**src/common/c1Pkg.sv**
```systemverilog
`default_nettype none

package c1Pkg;

	// Byte lane carried on the 68000 data pins
	localparam int dataW = 8;

	// Decoded region of the current 68000 cycle
	typedef enum logic [4:0] {
		zRom,
		zWram,
		zPort,
		zCtrl1,
		zIcom,
		zCtrl2,
		zDip0,
		zDip1,
		zBitw0,
		zBitw1,
		zStatusB,
		zLspc,
		zPal,
		zCard,
		zSrom,
		zSram,
		zNone
	} zoneT;

	// Segment codes on {a23, a22}
	localparam logic [1:0] segMain = 2'b00;
	localparam logic [1:0] segPal = 2'b01;
	localparam logic [1:0] segCard = 2'b10;
	localparam logic [1:0] segSys = 2'b11;

	// Blocks on addr[20:19] inside the main segment
	localparam logic [1:0] blkRom = 2'b00;
	localparam logic [1:0] blkWram = 2'b01;
	localparam logic [1:0] blkPort = 2'b10;
	localparam logic [1:0] blkIo = 2'b11;

	// Blocks on addr[20:19] inside the system segment
	localparam logic [1:0] blkSrom = 2'b00;
	localparam logic [1:0] blkSram = 2'b01;

	// I/O registers, on addr[18:16] or addr[18:17]
	localparam logic [2:0] ioCtrl1 = 3'b000;
	localparam logic [2:0] ioIcom = 3'b001;
	localparam logic [1:0] ioCtrl2 = 2'b01;
	localparam logic [2:0] ioStat0 = 3'b100;
	localparam logic [2:0] ioStat1 = 3'b101;
	localparam logic [1:0] ioLspc = 2'b11;

	// Status B bit 7, cabinet variant
	localparam logic consoleMode = 1'b1;

	// Wait states per cycle
	localparam logic [1:0] cardWaits = 2'd2;
	localparam logic [1:0] romWaits = 2'd1;

endpackage

`default_nettype wire

```
**src/decode/addrDecode.sv**
```systemverilog
`timescale 1ns/1ps
`default_nettype none

module addrDecode (
	input wire [20:16] addr,
	input wire a22,
	input wire a23,
	input wire ldsN,
	input wire udsN,
	input wire rw,
	input wire asN,
	output c1Pkg::zoneT zone,
	output logic ctrl1Sel,
	output logic ctrl2Sel,
	output logic statusSel,
	output logic icomSel,
	output logic romOeL,
	output logic romOeU,
	output logic portOeL,
	output logic portOeU,
	output logic portWeL,
	output logic portWeU,
	output logic portAdrsN,
	output logic wrL,
	output logic wrU,
	output logic wwL,
	output logic wwU,
	output logic sromOeL,
	output logic sromOeU,
	output logic sramOeL,
	output logic sramOeU,
	output logic sramWeL,
	output logic sramWeU,
	output logic lspOeN,
	output logic lspWeN,
	output logic crdOeN,
	output logic crdWeN,
	output logic crdCN,
	output logic bitW0N,
	output logic bitW1N,
	output logic dipRd0N,
	output logic dipRd1N,
	output logic palN
);

	logic act;
	logic word;
	logic laneRdL, laneRdU, laneWrL, laneWrU;
	logic inMain, inPal, inCard, inSys;
	logic inRom, inWram, inPort, inIo;
	logic inCtrl1, inIcom, inCtrl2, inStat0, inStat1, inLspc;
	logic inSrom, inSram;

	// Every strobe is qualified by address strobe
	assign act = !asN;
	assign word = !ldsN && !udsN;
	assign laneRdL = act && rw && !ldsN;
	assign laneRdU = act && rw && !udsN;
	assign laneWrL = act && !rw && !ldsN;
	assign laneWrU = act && !rw && !udsN;

	assign inMain = {a23, a22} == c1Pkg::segMain;
	assign inPal = {a23, a22} == c1Pkg::segPal;
	assign inCard = {a23, a22} == c1Pkg::segCard;
	assign inSys = {a23, a22} == c1Pkg::segSys;

	assign inRom = inMain && addr[20:19] == c1Pkg::blkRom;
	assign inWram = inMain && addr[20:19] == c1Pkg::blkWram;
	assign inPort = inMain && addr[20:19] == c1Pkg::blkPort;
	assign inIo = inMain && addr[20:19] == c1Pkg::blkIo;

	// Register window, 3xxxxx
	assign inCtrl1 = inIo && addr[18:16] == c1Pkg::ioCtrl1;
	assign inIcom = inIo && addr[18:16] == c1Pkg::ioIcom;
	assign inCtrl2 = inIo && addr[18:17] == c1Pkg::ioCtrl2;
	assign inStat0 = inIo && addr[18:16] == c1Pkg::ioStat0;
	assign inStat1 = inIo && addr[18:16] == c1Pkg::ioStat1;
	assign inLspc = inIo && addr[18:17] == c1Pkg::ioLspc;

	assign inSrom = inSys && addr[20:19] == c1Pkg::blkSrom;
	assign inSram = inSys && addr[20:19] == c1Pkg::blkSram;

	// One zone per cycle; the upper lane wins in the register window
	always_comb
	begin
		zone = c1Pkg::zNone;
		if (act)
		begin
			if (inRom)
				zone = c1Pkg::zRom;
			else if (inWram)
				zone = c1Pkg::zWram;
			else if (inPort)
				zone = c1Pkg::zPort;
			else if (inCtrl1)
				zone = !udsN ? c1Pkg::zCtrl1 : (rw ? c1Pkg::zDip0 : c1Pkg::zNone);
			else if (inIcom)
				zone = !udsN ? c1Pkg::zIcom : (rw ? c1Pkg::zDip1 : c1Pkg::zNone);
			else if (inCtrl2)
				zone = c1Pkg::zCtrl2;
			else if (inStat0)
				zone = !udsN ? c1Pkg::zStatusB : (!rw ? c1Pkg::zBitw0 : c1Pkg::zNone);
			else if (inStat1)
				zone = !udsN ? c1Pkg::zStatusB : (!rw ? c1Pkg::zBitw1 : c1Pkg::zNone);
			else if (inLspc)
				zone = c1Pkg::zLspc;
			else if (inPal)
				zone = c1Pkg::zPal;
			else if (inCard)
				zone = c1Pkg::zCard;
			else if (inSrom)
				zone = c1Pkg::zSrom;
			else if (inSram)
				zone = c1Pkg::zSram;
		end
	end

	// Register selects, even byte only
	assign ctrl1Sel = act && !udsN && inCtrl1;
	assign ctrl2Sel = act && !udsN && inCtrl2;
	assign statusSel = act && !udsN && (inStat0 || inStat1);
	assign icomSel = act && !udsN && inIcom;

	assign romOeL = !(inRom && laneRdL);
	assign romOeU = !(inRom && laneRdU);
	assign portOeL = !(inPort && laneRdL);
	assign portOeU = !(inPort && laneRdU);
	assign portWeL = !(inPort && laneWrL);
	assign portWeU = !(inPort && laneWrU);
	assign portAdrsN = !(inPort && act);
	assign wrL = !(inWram && laneRdL);
	assign wrU = !(inWram && laneRdU);
	assign wwL = !(inWram && laneWrL);
	assign wwU = !(inWram && laneWrU);
	assign sromOeL = !(inSrom && laneRdL);
	assign sromOeU = !(inSrom && laneRdU);
	assign sramOeL = !(inSram && laneRdL);
	assign sramOeU = !(inSram && laneRdU);
	assign sramWeL = !(inSram && laneWrL);
	assign sramWeU = !(inSram && laneWrU);

	// LSPC and card want a full word
	assign lspOeN = !(inLspc && act && rw && word);
	assign lspWeN = !(inLspc && act && !rw && word);
	assign crdOeN = !(inCard && act && rw && word);
	assign crdWeN = !(inCard && act && !rw && word);
	assign crdCN = crdOeN && crdWeN;

	// Odd byte strobes toward the dipswitch and bit-write logic
	assign dipRd0N = !(inCtrl1 && laneRdL);
	assign dipRd1N = !(inIcom && laneRdL);
	assign bitW0N = !(inStat0 && laneWrL);
	assign bitW1N = !(inStat1 && laneWrL);
	assign palN = !(inPal && act);

endmodule

`default_nettype wire

```
**src/io/ioRegs.sv**
```systemverilog
`timescale 1ns/1ps
`default_nettype none

module ioRegs (
	input wire CLK_68KCLK,
	input wire rstN,
	input wire asN,
	input wire rw,
	input wire ctrl1Sel,
	input wire ctrl2Sel,
	input wire statusSel,
	input wire icomSel,
	input wire [c1Pkg::dataW-1:0] dataIn,
	input wire [9:0] p1In,
	input wire [9:0] p2In,
	input wire cd1N,
	input wire cd2N,
	input wire wpN,
	input wire [c1Pkg::dataW-1:0] sdd,
	input wire sddWr,
	output logic [c1Pkg::dataW-1:0] dataOut,
	output logic dataOe,
	output logic [c1Pkg::dataW-1:0] soundCmd,
	output logic sdwN
);

	logic inCycle;
	logic cycleStart;
	logic cmdWr;
	logic sdwPend;
	logic [c1Pkg::dataW-1:0] replyLatch;

	// First edge of an asN low period
	assign cycleStart = !asN && !inCycle;
	assign cmdWr = cycleStart && icomSel && !rw;

	always_ff @(posedge CLK_68KCLK)
	begin
		if (!rstN)
		begin
			inCycle <= 1'b0;
			sdwPend <= 1'b0;
			sdwN <= 1'b1;
			soundCmd <= '0;
			replyLatch <= '0;
		end
		else
		begin
			inCycle <= !asN;
			// Strobe to the sound CPU one edge after the capture
			sdwPend <= cmdWr;
			sdwN <= !sdwPend;
			if (cmdWr)
				soundCmd <= dataIn;
			if (sddWr)
				replyLatch <= sdd;
		end
	end

	// Read side
	always_comb
	begin
		dataOut = '0;
		if (ctrl1Sel)
			dataOut = p1In[7:0];
		else if (ctrl2Sel)
			dataOut = p2In[7:0];
		else if (statusSel)
			dataOut = {c1Pkg::consoleMode, wpN, cd2N, cd1N, p2In[9:8], p1In[9:8]};
		else if (icomSel)
			dataOut = replyLatch;
	end

	assign dataOe = rw && !asN && (ctrl1Sel || ctrl2Sel || statusSel || icomSel);

endmodule

`default_nettype wire

```
**src/hw/waitGen.sv**
```systemverilog
`timescale 1ns/1ps
`default_nettype none

module waitGen (
	input wire CLK_68KCLK,
	input wire rstN,
	input wire asN,
	input wire c1Pkg::zoneT zone,
	input wire romWait,
	input wire pWait0,
	input wire pWait1,
	output logic dtackN
);

	typedef enum logic [1:0] {
		sIdle,
		sCount,
		sAcked
	} stateT;

	stateT state;
	logic [1:0] count;
	logic [1:0] loadVal;

	// Wait states for the zone of this cycle
	always_comb
	begin
		case (zone)
			c1Pkg::zRom: loadVal = romWait ? c1Pkg::romWaits : 2'd0;
			c1Pkg::zPort: loadVal = {pWait1, pWait0};
			c1Pkg::zCard: loadVal = c1Pkg::cardWaits;
			default: loadVal = 2'd0;
		endcase
	end

	always_ff @(posedge CLK_68KCLK)
	begin
		if (!rstN)
		begin
			state <= sIdle;
			count <= 2'd0;
			dtackN <= 1'b1;
		end
		else
		begin
			case (state)
				sIdle:
				begin
					if (!asN)
					begin
						count <= loadVal;
						state <= sCount;
					end
				end
				sCount:
				begin
					// asN high here means the cycle was aborted
					if (asN)
					begin
						count <= 2'd0;
						state <= sIdle;
					end
					else if (count == 2'd0)
					begin
						dtackN <= 1'b0;
						state <= sAcked;
					end
					else
						count <= count - 2'd1;
				end
				sAcked:
				begin
					if (asN)
					begin
						dtackN <= 1'b1;
						count <= 2'd0;
						state <= sIdle;
					end
				end
				default: state <= sIdle;
			endcase
		end
	end

endmodule

`default_nettype wire

```
**src/hw/c1Top.sv**
```systemverilog
`timescale 1ns/1ps
`default_nettype none

module c1Top (
	input wire CLK_68KCLK,
	input wire rstN,
	input wire [20:16] addr,
	input wire a22,
	input wire a23,
	input wire ldsN,
	input wire udsN,
	input wire rw,
	input wire asN,
	input wire [c1Pkg::dataW-1:0] dataIn,
	input wire [c1Pkg::dataW-1:0] sdd,
	input wire [9:0] p1In,
	input wire [9:0] p2In,
	input wire cd1N,
	input wire cd2N,
	input wire wpN,
	input wire romWait,
	input wire pWait0,
	input wire pWait1,
	input wire sddWr,
	output wire [c1Pkg::dataW-1:0] dataOut,
	output wire dataOe,
	output wire dtackN,
	output wire sdwN,
	output wire [c1Pkg::dataW-1:0] soundCmd,
	output wire romOeL,
	output wire romOeU,
	output wire portOeL,
	output wire portOeU,
	output wire portWeL,
	output wire portWeU,
	output wire portAdrsN,
	output wire wrL,
	output wire wrU,
	output wire wwL,
	output wire wwU,
	output wire sromOeL,
	output wire sromOeU,
	output wire sramOeL,
	output wire sramOeU,
	output wire sramWeL,
	output wire sramWeU,
	output wire lspOeN,
	output wire lspWeN,
	output wire crdOeN,
	output wire crdWeN,
	output wire crdCN,
	output wire bitW0N,
	output wire bitW1N,
	output wire dipRd0N,
	output wire dipRd1N,
	output wire palN
);

	c1Pkg::zoneT zone;
	wire ctrl1Sel;
	wire ctrl2Sel;
	wire statusSel;
	wire icomSel;

	addrDecode u_addrDecode (
		.addr(addr),
		.a22(a22),
		.a23(a23),
		.ldsN(ldsN),
		.udsN(udsN),
		.rw(rw),
		.asN(asN),
		.zone(zone),
		.ctrl1Sel(ctrl1Sel),
		.ctrl2Sel(ctrl2Sel),
		.statusSel(statusSel),
		.icomSel(icomSel),
		.romOeL(romOeL),
		.romOeU(romOeU),
		.portOeL(portOeL),
		.portOeU(portOeU),
		.portWeL(portWeL),
		.portWeU(portWeU),
		.portAdrsN(portAdrsN),
		.wrL(wrL),
		.wrU(wrU),
		.wwL(wwL),
		.wwU(wwU),
		.sromOeL(sromOeL),
		.sromOeU(sromOeU),
		.sramOeL(sramOeL),
		.sramOeU(sramOeU),
		.sramWeL(sramWeL),
		.sramWeU(sramWeU),
		.lspOeN(lspOeN),
		.lspWeN(lspWeN),
		.crdOeN(crdOeN),
		.crdWeN(crdWeN),
		.crdCN(crdCN),
		.bitW0N(bitW0N),
		.bitW1N(bitW1N),
		.dipRd0N(dipRd0N),
		.dipRd1N(dipRd1N),
		.palN(palN)
	);

	ioRegs u_ioRegs (
		.CLK_68KCLK(CLK_68KCLK),
		.rstN(rstN),
		.asN(asN),
		.rw(rw),
		.ctrl1Sel(ctrl1Sel),
		.ctrl2Sel(ctrl2Sel),
		.statusSel(statusSel),
		.icomSel(icomSel),
		.dataIn(dataIn),
		.p1In(p1In),
		.p2In(p2In),
		.cd1N(cd1N),
		.cd2N(cd2N),
		.wpN(wpN),
		.sdd(sdd),
		.sddWr(sddWr),
		.dataOut(dataOut),
		.dataOe(dataOe),
		.soundCmd(soundCmd),
		.sdwN(sdwN)
	);

	waitGen u_waitGen (
		.CLK_68KCLK(CLK_68KCLK),
		.rstN(rstN),
		.asN(asN),
		.zone(zone),
		.romWait(romWait),
		.pWait0(pWait0),
		.pWait1(pWait1),
		.dtackN(dtackN)
	);

endmodule

`default_nettype wire

```
**config.mk**
```make
export PLATFORM = sky130hd
export DESIGN_NAME = c1Top
export DESIGN_NICKNAME = d
export VERILOG_FILES = /design/src/common/c1Pkg.sv /design/src/decode/addrDecode.sv /design/src/io/ioRegs.sv /design/src/hw/waitGen.sv /design/src/hw/c1Top.sv
export SDC_FILE = /design/constraint.sdc
export NUM_CORES = 1
export LEC_CHECK = 0
export BUFFER_PORTS_ARGS = -buffer_cell sky130_fd_sc_hd__buf_2
export CAP_MARGIN = 15
export CORE_ASPECT_RATIO = 1.1
export CORE_MARGIN = 2
export CORE_UTILIZATION = 43
export DETAILED_ROUTE_END_ITERATION = 6
export PLACE_DENSITY = 0.8
export SLEW_MARGIN = 20
export SYNTH_ARGS = -nofsm -noshare
export SYNTH_HDL_FRONTEND = slang
export SYNTH_SLANG_ARGS = --single-unit
```
**constraint.sdc**
```tcl
create_clock -name CLK_68KCLK -period 1.9 [get_ports CLK_68KCLK]
set_input_delay 0.285 -clock CLK_68KCLK [delete_from_list [all_inputs] [get_ports CLK_68KCLK]]
set_output_delay 0.285 -clock CLK_68KCLK [all_outputs]
set_load 0.005 [all_outputs]
```
== Word-level counts from Yosys, hierarchy flattened ==
Index checks and enable logic that the tools add are counted.

* Logic and storage cells: 179
* Flip-flop bits (word level): 24
* Output and inout bits: 46

* Equal/unequal tests: 21
* Muxes and demuxes: 41
* Reduce and logical (&&, ||, !) cells: 108
* $add $sub $neg: 1

{| class="wikitable"
|+ Operator list
! cell !! count
|-
| two-way mux 5 bit || 22
|-
| logical AND 1 bit || 61
|-
| zero test 1 bit || 32
|-
| two-way mux 8 bit || 4
|-
| case mux 2 bit (3 select lines) || 3
|-
| two-way mux 2 bit || 7
|-
| equality test 2 bit, second input constant || 6
|-
| equality test 2 x 1 -> 1 bit, second input constant || 4
|-
| zero test 2 bit || 4
|-
| AND reduction 4 bit || 2
|-
| equality test 3 bit, second input constant || 2
|-
| inequality test 2 bit, second input constant || 3
|-
| equality test 5 x 2 -> 1 bit, second input constant || 1
|-
| equality test 5 x 4 -> 1 bit, second input constant || 1
|-
| zero test 5 bit || 1
|-
| logical OR 1 bit || 4
|-
| two-way mux 1 bit || 4
|-
| equality test 3 x 1 -> 1 bit, second input constant || 1
|-
| zero test 3 bit || 1
|-
| inequality test 3 x 2 -> 1 bit, second input constant || 1
|-
| inequality test 3 bit, second input constant || 1
|-
| AND reduction 3 bit || 1
|-
| nonzero test 3 bit || 1
|-
| inequality test 2 x 1 -> 1 bit, second input constant || 1
|-
| other kinds (3) || 3
|}

== Depth between registers and ports, before layout ==
* Depth in word-level cells: 20
* Depth in mapped cells: 7

== By module ==
From an unflattened synthesis, not the netlist that was laid out.

* Cells, all modules: 251
* Area total of the unflattened synthesis: 1939.4 um^2

{| class="wikitable"
|+ By module, submodules not included
! module !! instances !! cells an instance !! area an instance (um^2) !! seq. area each (um^2)
|-
| ioRegs || 1 || 101 || 930.9 || 380.4
|-
| addrDecode || 1 || 100 || 579.3 || 0.0
|-
| waitGen || 1 || 50 || 429.2 || 100.1
|}

== Worst setup path before layout ==
Ideal clock, no wire load.

* Path type: input to output
* From: input a22
* To: output dataOut[0] (netlist bit)
* Stages on the path: 7
* Slack: 76 ps
* Required time: 1615 ps
* Data arrival time: 1539 ps
* Path through: buf_4 -> nor4bb_4 -> and2_4 -> and4_1 -> buf_4 -> a22oi_1 -> a31oi_1

* Word-level cells in the longest chain between the ends: 8

{| class="wikitable"
|+ Ends and longest elaborated chain
! item !! RTL line !! text
|-
| from (decl) || c1Top.sv:8 || <nowiki>input wire a22,</nowiki>
|-
| zero test 2 bit (*) || addrDecode.sv:62 || <nowiki>assign inMain = {a23, a22} == c1Pkg::segMain;</nowiki>
|-
| logical AND 1 bit (*) || addrDecode.sv:70 || <nowiki>assign inIo = inMain && addr[20:19] == c1Pkg::blkIo;</nowiki>
|-
| logical AND 1 bit, on equally long branches || addrDecode.sv:74, addrDecode.sv:76, addrDecode.sv:77 ||
|-
| logical AND 1 bit / logical OR 1 bit (equally long branches) || addrDecode.sv:122, addrDecode.sv:121 ||
|-
| two-way mux 8 bit / logical AND 1 bit (equally long branches) || ioRegs.sv:70, addrDecode.sv:121 ||
|-
| two-way mux 8 bit || ioRegs.sv:68 || <nowiki>else if (statusSel)</nowiki>
|-
| two-way mux 8 bit || ioRegs.sv:66 || <nowiki>else if (ctrl2Sel)</nowiki>
|-
| two-way mux 8 bit (*) || ioRegs.sv:64 || <nowiki>if (ctrl1Sel)</nowiki>
|-
| to (decl) || c1Top.sv:25 || <nowiki>output wire [c1Pkg::dataW-1:0] dataOut,</nowiki>
|}

Mark *: on every way between the ends. The rest lies on a longest branch, timed or not.

== Worst setup path after layout ==
* From: input a23
* To: output dataOut[2] (netlist bit)

* Word-level cells in the longest chain between the ends: 8

{| class="wikitable"
|+ Ends and longest elaborated chain
! item !! RTL line !! text
|-
| from (decl) || c1Top.sv:9 || <nowiki>input wire a23,</nowiki>
|-
| zero test 2 bit (*) || addrDecode.sv:62 ||
|-
| logical AND 1 bit (*) || addrDecode.sv:70 ||
|-
| logical AND 1 bit, on equally long branches || addrDecode.sv:74, addrDecode.sv:76, addrDecode.sv:77 ||
|-
| logical AND 1 bit / logical OR 1 bit (equally long branches) || addrDecode.sv:122, addrDecode.sv:121 ||
|-
| two-way mux 8 bit / logical AND 1 bit (equally long branches) || ioRegs.sv:70, addrDecode.sv:121 ||
|-
| two-way mux 8 bit || ioRegs.sv:68 ||
|-
| two-way mux 8 bit || ioRegs.sv:66 ||
|-
| two-way mux 8 bit (*) || ioRegs.sv:64 ||
|}

Marked as above.

==> results summary <==
The run finished with clean final reports. The mean post-synth cell area is ~7.6 um2. The worst register-to-register path has a setup slack of roughly 200 ps. The fraction of final layout cells with drive strength greater than 1 is between 40% and 50%. Clock tree synthesis inserted a total of 3 buffers.

STA classifies the critical path endpoint as a primary output. The cell at the root of the clock tree is sky130_fd_sc_hd__clkbuf_8. The worst-case hold slack is about 280 ps.

The number of buffer cells added on primary ports is slightly above 100. Synthesis handed over a netlist of around 220 instances. TritonCTS built the clock tree. The slew of the pin with the lowest slew margin came out at 561.0 ps. In this run the core area contains 23 standard-cell rows.

The sequential cell fraction of total power is approximately half. Entering global routing, the biggest net connects 25 pins. The total power per unit cell area came out at roughly 460 nW/um2. The internal portion of total power is ~0.8 mW. The TritonCTS sink count is 24.

The die width is 63.34 um. The count of placed standard cells in the final layout, fillers left out is roughly 380. The final setup skew came out at slightly below 3 ps. The post-synthesis sequential element count came out at 24.

The net count of the finished layout is about 390. The period utilization is 99.66%. The number of top-level pins came out at between 100 and 150. The combinational power share is between 20% and 30%. The number of diodes came out at 0. The total count of max-transition violations in the final report is 0. Setup repair after global routing could not meet its margin everywhere. The global routing usage summed across all routing layers is between 20% and 30%. The height of the die came out at 69.27 um. The proportion of synthesized chip area in sequential cells came out at about 29%.

The relative max-transition margin came out at 62.46%. The number of violations of the max-capacitance limit came out at 0. The highest fanout seen on the critical path is 5. Once placement completed, the tool counted placed cells totaling 374. After clock tree synthesis, the clock-pin slew on the worst setup and hold paths is roughly 80 ps. The smallest clock period supported by the final layout is computed as around 1900 ps.

The worst endpoint required time is around 1600 ps. The total via count in the routed design came out at 1,957. The area of the die is about 4400 um2. The number of flops mapped to enable cells by yosys is 0.

The startpoint identified for the worst register-to-register timing path is u_waitGen.state[1]. For this configuration, the core starts out at a cell density of 45.21%. The path type of the worst setup path is input port to primary output. The total length of routed wires is just under 5000 um.

The synthesized design devotes to its leading area cell type about 29% of total area. The fmax is roughly 530 MHz. After synthesis, the cell types taking the most area are sky130_fd_sc_hd__dfxtp_1 (29%), sky130_fd_sc_hd__nand2_1 (7.9%), sky130_fd_sc_hd__nand3_1 (5.4%), sky130_fd_sc_hd__nor2b_1 (5.3%), sky130_fd_sc_hd__mux2i_1 (4.8%).

In this run the number of H-tree levels came out at 1. The async set-or-reset flop fraction in the synthesized netlist came out at 0%. The average wire length per cell after detail routing came out at 12.83 um. The fraction of power consumed by the clock network came out at around a quarter. The detail route stage leaves a number of antenna-violating nets equal to 0. The core region area came out at around 3700 um2.

The most used flip-flop cell after synthesis is sky130_fd_sc_hd__dfxtp_1. The number of DRC markers in iteration 0 is 54. The hold violation count in the final report came out at 0. The maximum clock insertion buffer count is 2. For the worst-skew pair, the clock arrives at the later sink with an insertion delay of ~260 ps. The worst hold path begins at sdd[3].

The cts-stage hold buffer count is 0. The leakage dissipation came out at around 1.1 nW. The remaining global-route overflow is 0.

The critical path starts at a23. The per-cell via count in the routed design came out at 5.177. The core utilization of the finished layout came out at around 65%. The first detailed-routing pass ran for 4 iterations. The synthesized design spends more area on one cell type than any other, namely sky130_fd_sc_hd__dfxtp_1.

The top cell types in the final layout, fill and taps aside, are sky130_fd_sc_hd__buf_2 (99), sky130_fd_sc_hd__nand2_1 (35), sky130_fd_sc_hd__dfxtp_1 (24). The type of element launching the critical path is an input port. The number of antenna violations at the first check in global routing is 0.

The type of the worst min-delay path is input port to register. The switching power total is just under 0.3 mW. The library cell used most frequently in the layout, excluding fill and tap cells, is sky130_fd_sc_hd__buf_2. The via count of the first global-routing pass came to between 1,500 and 2,000.

Summing every instance area after synthesis gives ~1700 um2. Counting distinct cell types in the post-synthesis netlist gives 45. For this run, the number of Yosys warnings is 0. Setup violations remaining at the end of the flow were counted as 0. The first-pass GRT wire length is ~8000 um. Net switching is a little over a quarter of the power.

Relative to the synthesized area, the layout overhead comes to 44.03%. The half-perimeter wire length after placement came out at about 3800 um. The final estimated routing congestion in global placement came out at roughly 0.80.

The net count after synthesis came out at 280. The number of design rule violations left after detail routing is 0. The largest voltage drop on the vdd net is ~0.29 mV. The arrival time of data at the critical path endpoint came out at about 1600 ps.
## through the flow
step | TNS [ps] | setup WS [ps] | power [mW] | area [um2]
after CTS | 0 | 0.2851 | 1.102 | 2382
final | 0 | 6.476 | 1.100 | 2399
after floorplan | 0 | 76.18 | 0.6977 | 1665
after global routing | -501.8 | -81.02 | 1.158 | 2399
after global placement | -162.0 | -38.56 | 0.8055 | 2302
after detailed placement | -338.7 | -61.95 | 0.8121 | 2302
## cells by family after synthesis
group                    after synthesis  share of synthesized area, %
AO/OA/AOI/OAI                         47                         19.84
buffers and inverters                 23                         6.761
adder cells (fa/ha/maj)                5                         3.757
flip-flops                            24                         28.85
multiplexers                           9                         5.485
AND/OR/NAND/NOR                      111                         35.31
## worst max-delay path, cell delays in order
cell	delay, ps
sky130_fd_sc_hd__buf_8	100
sky130_fd_sc_hd__nor4bb_4	310
sky130_fd_sc_hd__and2_4	190
sky130_fd_sc_hd__and4_4	210
sky130_fd_sc_hd__buf_6	130
sky130_fd_sc_hd__a22oi_1	80
sky130_fd_sc_hd__a31oi_1	160
sky130_fd_sc_hd__buf_2	130
## cell type report
| type | count | area [um2] |
|---|---|---|
| Fill cell | 345 | 1285 |
| Multi-Input combinational cell | 172 | 1100 |
| Timing Repair Buffer | 120 | 680.7 |
| Sequential cell | 24 | 480.5 |
| Tap cell | 50 | 62.56 |
| Clock buffer | 3 | 41.29 |
| Inverter | 9 | 33.78 |
## registers in the layout, summed over array words and instances (netlist names)
register	cells
u_ioRegs.inCycle	1
u_ioRegs.replyLatch	8
u_ioRegs.sdwN	1
u_ioRegs.sdwPend	1
u_ioRegs.soundCmd	8
u_waitGen.count	2
u_waitGen.dtackN	1
u_waitGen.state	2
## Yosys cell counts (all sizes together), types with 2 or more instances
| cell | instances |
|---|---|
| and3 | 5 |
| nor2b | 14 |
| a21boi | 9 |
| nand3 | 18 |
| nor3 | 6 |
| nor4bb | 2 |
| dfxtp | 24 |
| a31o | 2 |
| a21oi | 8 |
| clkbuf | 6 |
| ha | 5 |
| nor2 | 17 |
| o21ai | 4 |
| a22oi | 5 |
| a31oi | 6 |
| a211oi | 2 |
| nand2 | 35 |
| inv | 8 |
| nand4 | 3 |
| mux2i | 8 |
| nand4b | 2 |
| buf | 8 |
| a222oi | 2 |
| nand2b | 2 |
## worst paths after layout
check | endpoint | cells past startpoint
setup / recovery | dataOut[2] | 8
setup reg to reg | u_waitGen.count[0] | 6
hold reg to reg | u_ioRegs.sdwN | 1
hold / removal | u_ioRegs.replyLatch[3] | 3
## power groups by stage
| stage | Clock, mW | Sequential (mW) | Combinational, mW |
|---|---|---|---|
| after floorplan | 0 | 0.546 | 0.152 |
| after global placement | 0 | 0.548 | 0.258 |
| after detailed placement | 0 | 0.548 | 0.264 |
| after CTS | 0.297 | 0.537 | 0.268 |
| after global routing | 0.317 | 0.540 | 0.302 |
| final | 0.294 | 0.537 | 0.270 |
## metal layers
layer  wire length [um]  track usage (%)  vias to the layer above
met5                  0                0                        -
li1                   -                -                      996
met2               2366            40.47                       85
met4                 49            6.039                        0
met1               2007            24.60                      872
met3                425            4.058                        4
## what timing repair did
action                                  CTS  global route
endpoints found under the setup margin    8             8
gates cloned                              1             0
setup buffers                             0             0
gates resized for setup                  10             5
pin swaps                                 8            12
(Power assumes the default switching activity.)
